[src/source/mem_pkg.sv]
// Memory stage package with widths, cache geometry, funct3 codes and shared types
package mem_pkg;

    // Cache and memory geometry
    localparam int LINE_BITS      = 128;
    localparam int CACHE_LINES    = 16;
    localparam int SB_DEPTH       = 4;
    localparam int MEM_LATENCY    = 4;
    localparam int MEM_WORDS      = 1024;
    localparam int WORDS_PER_LINE = LINE_BITS / 32;
    localparam int WSEL_BITS      = $clog2(WORDS_PER_LINE);
    localparam int OFFSET_BITS    = $clog2(LINE_BITS / 8);
    localparam int INDEX_BITS     = $clog2(CACHE_LINES);
    localparam int TAG_BITS       = 32 - INDEX_BITS - OFFSET_BITS;
    localparam int MEM_WIDX_BITS  = $clog2(MEM_WORDS);
    localparam int SB_PTR_BITS    = $clog2(SB_DEPTH);
    localparam int LAT_BITS       = $clog2(MEM_LATENCY + 1);

    typedef logic [31:0]          addr_t;
    typedef logic [31:0]          word_t;
    typedef logic [LINE_BITS-1:0] line_t;
    typedef logic [4:0]           reg_idx_t;
    typedef logic [3:0]           rob_idx_t;
    typedef logic [2:0]           funct3_t;
    typedef logic [TAG_BITS-1:0]  tag_t;
    typedef logic [INDEX_BITS-1:0] index_t;

    // RISC-V load and store size codes
    localparam funct3_t F3_LB  = 3'b000;
    localparam funct3_t F3_LH  = 3'b001;
    localparam funct3_t F3_LW  = 3'b010;
    localparam funct3_t F3_LBU = 3'b100;
    localparam funct3_t F3_LHU = 3'b101;
    localparam funct3_t F3_SB  = 3'b000;
    localparam funct3_t F3_SH  = 3'b001;
    localparam funct3_t F3_SW  = 3'b010;

    // Request from the execute stage
    typedef struct packed {
        addr_t    addr;
        word_t    wdata;
        funct3_t  funct3;
        logic     read_en;
        logic     write_en;
        reg_idx_t rd;
        logic     mem_to_reg;
        logic     reg_write;
        rob_idx_t rob_idx;
    } mem_req_t;

    // Result toward writeback and the ROB
    typedef struct packed {
        addr_t    alu_out;
        word_t    read_data;
        reg_idx_t rd;
        logic     mem_to_reg;
        logic     reg_write;
        logic     complete;
        rob_idx_t complete_idx;
    } mem_resp_t;

    typedef struct packed {
        addr_t   addr;
        word_t   wdata;
        funct3_t funct3;
    } sb_entry_t;

    // Line transfer to the backing memory
    typedef struct packed {
        logic  mem_read_en;
        logic  mem_write_en;
        addr_t mem_addr;
        line_t mem_wdata;
    } line_req_t;

    typedef enum logic [1:0] {
        IDLE,
        WRITEBACK,
        REFILL,
        REFILL_DONE
    } cache_state_t;

endpackage

[src/source/data_cache.sv]
// Data cache, direct mapped and write back, with refill FSM and sub-word stores
`timescale 1ns/1ps

module data_cache import mem_pkg::*; (
    input  logic      clk,
    input  logic      rst_n,
    input  addr_t     addr,
    input  word_t     wdata,
    input  funct3_t   funct3,
    input  logic      read_en,
    input  logic      write_en,
    input  line_t     mem_rdata,
    input  logic      mem_ready,
    output word_t     rdata,
    output logic      busy,
    output logic      done,
    output line_req_t line_req
);

    cache_state_t state_q;
    cache_state_t state_d;

    // Line storage and per-line status
    line_t                  line_q [CACHE_LINES];
    tag_t                   tag_q  [CACHE_LINES];
    logic [CACHE_LINES-1:0] valid_q;
    logic [CACHE_LINES-1:0] dirty_q;

    tag_t                 tag;
    index_t               idx;
    logic [WSEL_BITS-1:0] wsel;
    logic                 hit;
    logic                 access;
    logic                 serve;
    line_t                cur_line;
    line_t                store_line;
    word_t                cur_word;
    word_t                shifted;
    word_t                store_data;
    word_t                merged;
    logic [3:0]           lane_mask;

    // Address split
    assign tag  = addr[31 -: TAG_BITS];
    assign idx  = addr[OFFSET_BITS +: INDEX_BITS];
    assign wsel = addr[2 +: WSEL_BITS];

    assign cur_line = line_q[idx];
    assign cur_word = cur_line[wsel*32 +: 32];
    assign hit      = valid_q[idx] && (tag_q[idx] == tag);
    assign access   = read_en || write_en;
    // Accesses are served in IDLE and right after a refill
    assign serve    = (state_q == IDLE) || (state_q == REFILL_DONE);
    assign busy     = !serve || (access && !hit);
    assign done     = serve && access && hit;

    // Load path, align then extend
    assign shifted = cur_word >> {addr[1:0], 3'b000};
    always_comb begin
        case (funct3)
            F3_LB:   rdata = {{24{shifted[7]}}, shifted[7:0]};
            F3_LH:   rdata = {{16{shifted[15]}}, shifted[15:0]};
            F3_LBU:  rdata = {24'h0, shifted[7:0]};
            F3_LHU:  rdata = {16'h0, shifted[15:0]};
            F3_LW:   rdata = cur_word;
            default: rdata = cur_word;
        endcase
    end

    // Store path, byte lanes replicated then masked
    always_comb begin
        case (funct3)
            F3_SB: begin
                lane_mask  = 4'b0001 << addr[1:0];
                store_data = {4{wdata[7:0]}};
            end
            F3_SH: begin
                lane_mask  = 4'b0011 << {addr[1], 1'b0};
                store_data = {2{wdata[15:0]}};
            end
            F3_SW: begin
                lane_mask  = 4'b1111;
                store_data = wdata;
            end
            default: begin
                lane_mask  = 4'b1111;
                store_data = wdata;
            end
        endcase
        for (int b = 0; b < 4; b++) begin
            merged[b*8 +: 8] = lane_mask[b] ? store_data[b*8 +: 8] : cur_word[b*8 +: 8];
        end
        store_line = cur_line;
        store_line[wsel*32 +: 32] = merged;
    end

    // Miss handling FSM
    always_comb begin
        state_d = state_q;
        case (state_q)
            IDLE, REFILL_DONE: begin
                if (access && !hit) begin
                    // Dirty victim goes out before the refill
                    state_d = (valid_q[idx] && dirty_q[idx]) ? WRITEBACK : REFILL;
                end else begin
                    state_d = IDLE;
                end
            end
            WRITEBACK: begin
                if (mem_ready) begin
                    state_d = REFILL;
                end
            end
            REFILL: begin
                if (mem_ready) begin
                    state_d = REFILL_DONE;
                end
            end
            default: state_d = IDLE;
        endcase
    end

    // Memory request, held steady by the state until ready
    always_comb begin
        line_req = '0;
        case (state_q)
            WRITEBACK: begin
                line_req.mem_write_en = 1'b1;
                line_req.mem_addr     = {tag_q[idx], idx, {OFFSET_BITS{1'b0}}};
                line_req.mem_wdata    = cur_line;
            end
            REFILL: begin
                line_req.mem_read_en = 1'b1;
                line_req.mem_addr    = {tag, idx, {OFFSET_BITS{1'b0}}};
            end
            default: line_req = '0;
        endcase
    end

    always_ff @(posedge clk or negedge rst_n) begin
        if (!rst_n) begin
            state_q <= IDLE;
            valid_q <= '0;
            dirty_q <= '0;
        end else begin
            state_q <= state_d;
            if (state_q == REFILL && mem_ready) begin
                valid_q[idx] <= 1'b1;
                dirty_q[idx] <= 1'b0;
            end else if (done && write_en) begin
                // Write allocate, line marked dirty
                dirty_q[idx] <= 1'b1;
            end
        end
    end

    always_ff @(posedge clk) begin
        if (state_q == REFILL && mem_ready) begin
            line_q[idx] <= mem_rdata;
            tag_q[idx]  <= tag;
        end else if (done && write_en) begin
            line_q[idx] <= store_line;
        end
    end

endmodule

[src/source/store_buffer.sv]
// Store buffer, FIFO of pending stores with word address match for loads
`timescale 1ns/1ps

module store_buffer import mem_pkg::*; (
    input  logic      clk,
    input  logic      rst_n,
    input  logic      push,
    input  sb_entry_t push_entry,
    input  logic      pop,
    input  addr_t     lookup_addr,
    output sb_entry_t head,
    output logic      empty,
    output logic      full,
    output logic      match
);

    sb_entry_t              entry_q [SB_DEPTH];
    logic [SB_DEPTH-1:0]    valid_q;
    logic [SB_PTR_BITS-1:0] wr_ptr_q;
    logic [SB_PTR_BITS-1:0] rd_ptr_q;
    logic [SB_PTR_BITS:0]   count_q;
    logic                   do_push;
    logic                   do_pop;

    assign empty   = (count_q == '0);
    assign full    = (count_q == (SB_PTR_BITS+1)'(SB_DEPTH));
    assign do_push = push && !full;
    assign do_pop  = pop && !empty;
    assign head    = entry_q[rd_ptr_q];

    // Word granular compare over live entries
    always_comb begin
        match = 1'b0;
        for (int i = 0; i < SB_DEPTH; i++) begin
            if (valid_q[i] && (entry_q[i].addr[31:2] == lookup_addr[31:2])) begin
                match = 1'b1;
            end
        end
    end

    always_ff @(posedge clk or negedge rst_n) begin
        if (!rst_n) begin
            wr_ptr_q <= '0;
            rd_ptr_q <= '0;
            count_q  <= '0;
            valid_q  <= '0;
        end else begin
            if (do_push) begin
                wr_ptr_q          <= wr_ptr_q + 1'b1;
                valid_q[wr_ptr_q] <= 1'b1;
            end
            if (do_pop) begin
                rd_ptr_q          <= rd_ptr_q + 1'b1;
                valid_q[rd_ptr_q] <= 1'b0;
            end
            // Count moves only when one side acts alone
            if (do_push && !do_pop) begin
                count_q <= count_q + 1'b1;
            end else if (do_pop && !do_push) begin
                count_q <= count_q - 1'b1;
            end
        end
    end

    // Entry payload
    always_ff @(posedge clk) begin
        if (do_push) begin
            entry_q[wr_ptr_q] <= push_entry;
        end
    end

endmodule

[src/source/stage_cache.sv]
// Memory stage, shares the cache port between loads and store buffer drains
`timescale 1ns/1ps

module stage_cache import mem_pkg::*; (
    input  logic      clk,
    input  logic      rst_n,
    input  mem_req_t  req,
    input  line_t     mem_rdata,
    input  logic      mem_ready,
    output mem_resp_t resp,
    output logic      stall,
    output line_req_t line_req
);

    sb_entry_t sb_head;
    sb_entry_t cache_acc;
    logic      sb_empty;
    logic      sb_full;
    logic      sb_match;
    logic      sb_push;
    logic      sb_pop;
    logic      is_load;
    logic      is_store;
    logic      sel_load;
    logic      drain_busy_q;
    word_t     cache_rdata;
    logic      cache_busy;
    logic      cache_done;

    assign is_load  = req.read_en;
    assign is_store = req.write_en && !req.read_en;

    // Load wins unless a matching store is pending or a drain owns the miss FSM
    assign sel_load  = is_load && !sb_match && !drain_busy_q;
    assign cache_acc = sel_load ? sb_entry_t'{addr: req.addr, wdata: req.wdata,
                                              funct3: req.funct3}
                                : sb_head;

    // Stall sources
    assign stall   = (is_load && !(sel_load && cache_done)) || (is_store && sb_full);
    assign sb_push = is_store && !sb_full;
    assign sb_pop  = !sel_load && cache_done;

    // Drain keeps the port until its miss is finished
    always_ff @(posedge clk or negedge rst_n) begin
        if (!rst_n) begin
            drain_busy_q <= 1'b0;
        end else if (cache_done) begin
            drain_busy_q <= 1'b0;
        end else if (!sel_load && !sb_empty && cache_busy) begin
            drain_busy_q <= 1'b1;
        end
    end

    data_cache u_data_cache (
        .clk      (clk),
        .rst_n    (rst_n),
        .addr     (cache_acc.addr),
        .wdata    (cache_acc.wdata),
        .funct3   (cache_acc.funct3),
        .read_en  (sel_load),
        .write_en (!sel_load && !sb_empty),
        .mem_rdata(mem_rdata),
        .mem_ready(mem_ready),
        .rdata    (cache_rdata),
        .busy     (cache_busy),
        .done     (cache_done),
        .line_req (line_req)
    );

    store_buffer u_store_buffer (
        .clk        (clk),
        .rst_n      (rst_n),
        .push       (sb_push),
        .push_entry (sb_entry_t'{addr: req.addr, wdata: req.wdata,
                                 funct3: req.funct3}),
        .pop        (sb_pop),
        .lookup_addr(req.addr),
        .head       (sb_head),
        .empty      (sb_empty),
        .full       (sb_full),
        .match      (sb_match)
    );

    // Pass-through control plus completion toward the ROB
    assign resp.alu_out      = req.addr;
    assign resp.read_data    = cache_rdata;
    assign resp.rd           = req.rd;
    assign resp.mem_to_reg   = req.mem_to_reg;
    assign resp.reg_write    = req.reg_write;
    // Load served by the cache, or store taken by the buffer
    assign resp.complete     = (sel_load && cache_done) || sb_push;
    assign resp.complete_idx = req.rob_idx;

endmodule

[config.mk]
export PLATFORM = sky130hd
export DESIGN_NAME = stage_cache
export DESIGN_NICKNAME = d
export VERILOG_FILES = /design/src/source/mem_pkg.sv /design/src/source/data_cache.sv /design/src/source/store_buffer.sv /design/src/source/stage_cache.sv
export SDC_FILE = /design/constraint.sdc
export NUM_CORES = 2
export LEC_CHECK = 0
export BUFFER_PORTS_ARGS = -buffer_cell sky130_fd_sc_hd__buf_2
export CAP_MARGIN = 20
export CORE_MARGIN = 1.5
export CORE_UTILIZATION = 32
export CTS_CLUSTER_SIZE = 25
export DETAILED_ROUTE_END_ITERATION = 7
export GPL_TIMING_DRIVEN = 0
export PLACE_DENSITY = 0.57
export RECOVER_POWER = 25
export SLEW_MARGIN = 20
export SYNTH_ARGS = -nofsm -noshare
export SYNTH_HDL_FRONTEND = slang
export SYNTH_HIERARCHICAL = 1
export SYNTH_SLANG_ARGS = --single-unit
[constraint.sdc]
create_clock -name clk -period 16 [get_ports clk]
set_clock_uncertainty 0.2 [all_clocks]
set_input_delay 4 -clock clk [delete_from_list [all_inputs] [get_ports clk]]
set_output_delay 4 -clock clk [all_outputs]
set_load 0.02 [all_outputs]
# After elaboration in Yosys (flattened, before gate mapping)
# Memory sizes are Yosys's and may differ from the RTL's.
# Index checks and enable logic that the tools add are counted.
[op_classes]
addsub = 5
order_cmp = 6
eq_ne = 14
shifts = 6
n_mux = 48
n_bitwise = 8
n_reduce_logical = 52
[ops]
columns = ["cell", "n"]
rows = [
  ["2-to-1 mux 128 bit", 2],
  ["bitwise mux 128 bit", 1],
  ["one-hot mux 32 bit (2 select lines)", 2],
  ["one-hot mux 32 bit (4 select lines)", 1],
  ["variable shift 32 x 34 -> 128 bit, first input constant", 1],
  ["indexed part select 128 x 8 -> 32 bit", 1],
  ["indexed part select 32 x 34 -> 128 bit", 1],
  ["equality test 30 bit", 4],
  ["2-to-1 mux 67 bit", 1],
  ["negation 7 -> 34 bit", 1],
  ["2-to-1 mux 16 bit", 2],
  ["2-to-1 mux 8 bit", 4],
  ["OR 16 bit", 2],
  ["right shift 32 x 5 -> 16 bit", 1],
  ["logical AND 1 bit", 28],
  ["equality test 24 bit", 1],
  ["2-to-1 mux 1 bit", 20],
  ["bitwise AND 16 bit", 1],
  ["NOT 16 bit", 1],
  ["logical NOT 1 bit", 11],
  ["equality test 3 bit, second input constant", 3],
  ["binary-select mux 1 bit (select 4 bit)", 2],
  ["2-to-1 mux 2 bit", 4],
  ["2-to-1 mux 4 bit", 2],
  ["28 further kinds", 42],
]
[totals]
reg_bits = 46
ramBits = 2700
inputBits = 211
out_inout_bits = 239
word_cells = 150
mem_count = 3
[memory_table]
columns = ["name", "words", "width", "rd", "rd_clocked_by_memory_dff", "write_ports", "line", "text"]
rows = [
  ["u_data_cache.line_q", 16, 128, 1, 0, 1, "data_cache.sv:24", "line_t line_q [CACHE_LINES];"],
  ["u_data_cache.tag_q", 16, 24, 1, 0, 1, "data_cache.sv:25", "tag_t tag_q [CACHE_LINES];"],
  ["u_store_buffer.entry_q", 4, 67, 5, 0, 1, "store_buffer.sv:17", "sb_entry_t entry_q [SB_DEPTH];"],
]

# Logic depth before layout (Yosys ltp)
[depth]
word_depth = 19
depth_mapped = 35
mapped_depth_nobuf = 26

# Hierarchy
# The synthesis kept the hierarchy.
[modules_own_cells]
columns = ["mod", "instances", "cells_per_inst", "area_per_inst_um2", "seq_area_each_um2"]
rows = [
  ["data_cache", 1, 5057, 101672.5, 73880.9],
  ["store_buffer", 1, 581, 11669.9, 8323.0],
  ["stage_cache", 1, 132, 1592.8, 25.0],
]

# Worst setup path after synthesis
# OpenSTA, ideal clock, no wires.
[synth_path]
kind = "input port to flip-flop"
startpoint = "in req[50] (netlist name)"
endpoint = "mem u_data_cache/line_q[10][0] (netlist name), enable pin"
setup_time_ns = 0.658
arrival_time_ns = 14.527
t_required_ns = 15.142
path_slack_ns = 0.616
path_stages = 24
n_path_buf = 9
cell_sequence = "clkbuf_1 xnor2_1 nand4_1 nor4_1 nand4_1 nand4_1 nor2_2 and2_4 buf_12 buf_12 mux2_4 buf_6 buf_6 buf_8 buf_6 mux2i_1 a221oi_1 mux2_1 nor4b_1 o32ai_1 or4_1 clkbuf_1 clkbuf_1 a21oi_1"
[synth_rtl]
columns = ["item", "line", "text"]
rows = [
  ["start, declared", "stage_cache.sv:7", "input mem_req_t req,"],
  ["end, declared", "data_cache.sv:24", ""],
]

==> metrics <==
vias in the first global route ~64000; Die ar. around 0.36 mm²; nets 6940; IO Count 450; Die Height 602.3 µm; grt total ovfl 0; met3 Usage GRT 0.05114; grt peak-use layer met2; Syn Inst Count about 5800; WL/cell about 35 µm; failing checks capacitance limit, slew limit, setup timing; Pwr Total 17.55 mW; Hold Buf Count CTS 0; f_max slightly above 60 MHz; I/O Buffers roughly 430; average size of a mapped cell 19.92 µm²; Cell Pwr Density 126.9 mW/mm²; Clock transition at path regs about 60 ps; met1 usage 0.2775; status finished, violations left; GRT met2 Usage 0.3491; root buffer cell clkbuf_16; Startpoint Class input port; share of cells above drive strength 1 0.3263; Die X 602.3 µm; Max Fanout on Critical Path 10; Final Slew Violations 427; number of synthesized flops with an enable pin 2700; static leakage 46.06 nW; final worst-path cycle share 1.006; Gate power share 0.131; CP most frequent cell buf_2; Synth-to-Final Area Change 20.29%; Sequential Power Share 0.469; DP Wirelength ~300 mm; Worst Setup Path Type in -> out; DR vias/cell 5.580; Yosys reg bits between 2000 and 3000; Synth cell types 79; clock sinks 2746; Required @ worst endpoint between 10000 and 15000 ps; drt pass-1 iters 8; most common cell after layout, fill and taps aside edfxtp_1; sequential share of the synthesized area 0.7154; DR vias approximately 66000; Worst path max stage delay 640 ps; NetSw between 4 and 5 mW; CTS Buffer Depth 4; initial antenna violation count 77; DRT iter0 DRCs 9307; Most used DFF post-synth edfxtp_1; row cnt approximately 220; Total GRT Usage 0.2209; Final Hold Vio Count 0; DRT Wirelength 411.3 mm; synthesized area between 0.1 and 0.15 mm²; CTS tree built; Critical Path AT roughly 12000 ps; antenna viol nets, final 0; # DRC 0; Slowest-stage cell, CP buf_1; Synth top area share 0.7054; Clk Latency, worst-skew pair ~940 ps; Peak VDD IR between 0.08 and 0.09 mV; Initial Util 0.3222; max cap viols 18; RSZ-0062 raised after global routing no; first-pass GRT wire length around 550 mm; synth warn 6; most frequent cells in the layout 2700 x edfxtp_1, 748 x mux4_2, 424 x buf_2; core area about 0.36 mm²; routability congestion estimate 0.9613; largest net degree at the start of global routing 47; fillcell total roughly 32000; asr flop ratio synth 0.01675; post-synth top area cell edfxtp_1; switching share of power 0.2588; Rel. slew slack -1.210; CTS Buf Count 297; Synth area leaders edfxtp_1 71%, mux4_2 15%, mux2_4 2.4%; internal power around 13 mW; CTS H-tree lvls 5; Min-Delay Path Class reg -> reg; Slew @ Worst Pin approximately 3300 ps; Worst Slack Setup Final -99.54 ps; setup violators final 3; Critical Path End Type output pin; post-place setup slack -1455 ps; Final min period between 15000 and 20000 ps; clock power share 0.400
-- worst max-delay path, delay by kind of cell --
kind | cells | cell delay, ps
buffers and inverters | 12 | 3630
and+or+nand+nor | 9 | 1680
AOI/OAI and AO/OA | 3 | 1370
muxes | 2 | 630
xor gates and xnor gates | 1 | 450
-- registers in the layout (all words and copies together) (netlist names), named ones only --
register and count:
u_data_cache/line_q 2048, u_data_cache/tag_q 384, u_store_buffer/entry_q 268, u_data_cache/valid_q 16
u_store_buffer/valid_q 4, u_store_buffer/count_q 3, u_data_cache/state_q 2, u_store_buffer/rd_ptr_q 2
u_store_buffer/wr_ptr_q 2, drain_busy_q 1
-- stage by stage --
stage	cells	setup TNS [ps]	cell area, µm²	hold WS [ps]	utilization
after floorplan	5773	0	114900	233.7	-
after global placement	10958	-	123100	248.0	0.3449
after detailed placement	11161	-39340	128800	250.7	0.3610
after CTS	11696	0	138800	264.5	0.3891
after global routing	11745	0	138200	284.6	0.3875
final	11754	-188.3	138300	262.2	0.3875
-- path summary, 6_finish.rpt --
| kind | from | endpoint | slack, ps | depth (start not counted) |
|---|---|---|---|---|
| min in group asynchronous | rst_n | u_data_cache/valid_q[5] | 4000 | 1 |
| hold reg to reg | u_data_cache/valid_q[7] | u_data_cache/valid_q[7] | 260 | 1 |
| max in group asynchronous | rst_n | u_store_buffer/valid_q[1] | 9670 | 1 |
| setup / recovery | req[51] | resp[18] | -100 | 27 |
| setup reg to reg | u_store_buffer/entry_q[0][38] | u_data_cache/line_q[3][83] | 6130 | 28 |
| hold / removal | u_data_cache/valid_q[7] | u_data_cache/valid_q[7] | 260 | 1 |
-- layer usage --
layer  up-vias  share of wire  wire length (µm)
met1     35080           0.37            150400
met5         -        0.00040               163
met2      4004           0.47            192700
met4        24          0.065             26680
met3       813           0.10             41350
li1      25668              -                 -
-- cells in the mapped netlist, drive strengths merged (5+ instances only) --
library cell  instances
xor2                 50
a211oi                8
xnor2                95
mux2                247
o32ai                 6
a2bb2oi               5
o221ai                5
clkbuf              156
or3                   5
inv                 106
nor2                219
o31ai                19
nand2               262
nor3                 15
mux2i               173
and3                  6
and2                 13
edfxtp             2700
o22ai               148
a21o                 22
nand2b               11
nand4                30
or2                  19
a21oi                61
ha                   16
a22oi                61
mux4                748
nor2b                25
o21ai               115
dfrtp                46
nor4                 19
buf                 246
a22o                 24
a221oi                9
nand3                25
a32o                  6
-- power groups by stage --
stage               Sequential, mW  Clock (mW)  Combinational, mW
global route                  8.25        7.35               2.35
detailed placement            8.37           0               2.28
finish                        8.23        7.01               2.30
global placement              8.46           0               2.13
CTS                           8.22        7.09               2.29
floorplan                     8.39           0               1.17
-- cells by family after synthesis --
| group | after synthesis | synth area share |
|---|---|---|
| xor+xnor | 145 | 0.01105 |
| mux | 1168 | 0.1921 |
| fa+ha+maj | 17 | 0.001916 |
| simple gates | 666 | 0.02581 |
| buf+inv | 510 | 0.02406 |
| other cells | 1 | 0.00003263 |
| flops | 2746 | 0.7154 |
| compound gates | 517 | 0.02961 |
-- what timing repair did --
| action | in CTS | in global routing |
|---|---|---|
| pin swaps | 0 | 3 |
| gates resized for setup | 60 | 29 |
| setup endpoints to repair | 77 | 23 |
| setup buffers | 0 | 3 |
-- area by class of cell --
| type | count | area (µm²) | area share |
|---|---|---|---|
| antenna | 55 | 137.6 | 0.0009955 |
| buffer | 401 | 2474 | 0.01789 |
| clock buffer | 348 | 7876 | 0.05697 |
| clock inverter | 187 | 1979 | 0.01432 |
| inverter | 108 | 407.9 | 0.002950 |
| multi-input combinational | 2517 | 30130 | 0.2180 |
| sequential | 2746 | 82230 | 0.5947 |
| tap | 4751 | 5944 | 0.04300 |
| timing repair buffer | 641 | 7077 | 0.05119 |
No activity file was read; power rests on OpenSTA's default activity.
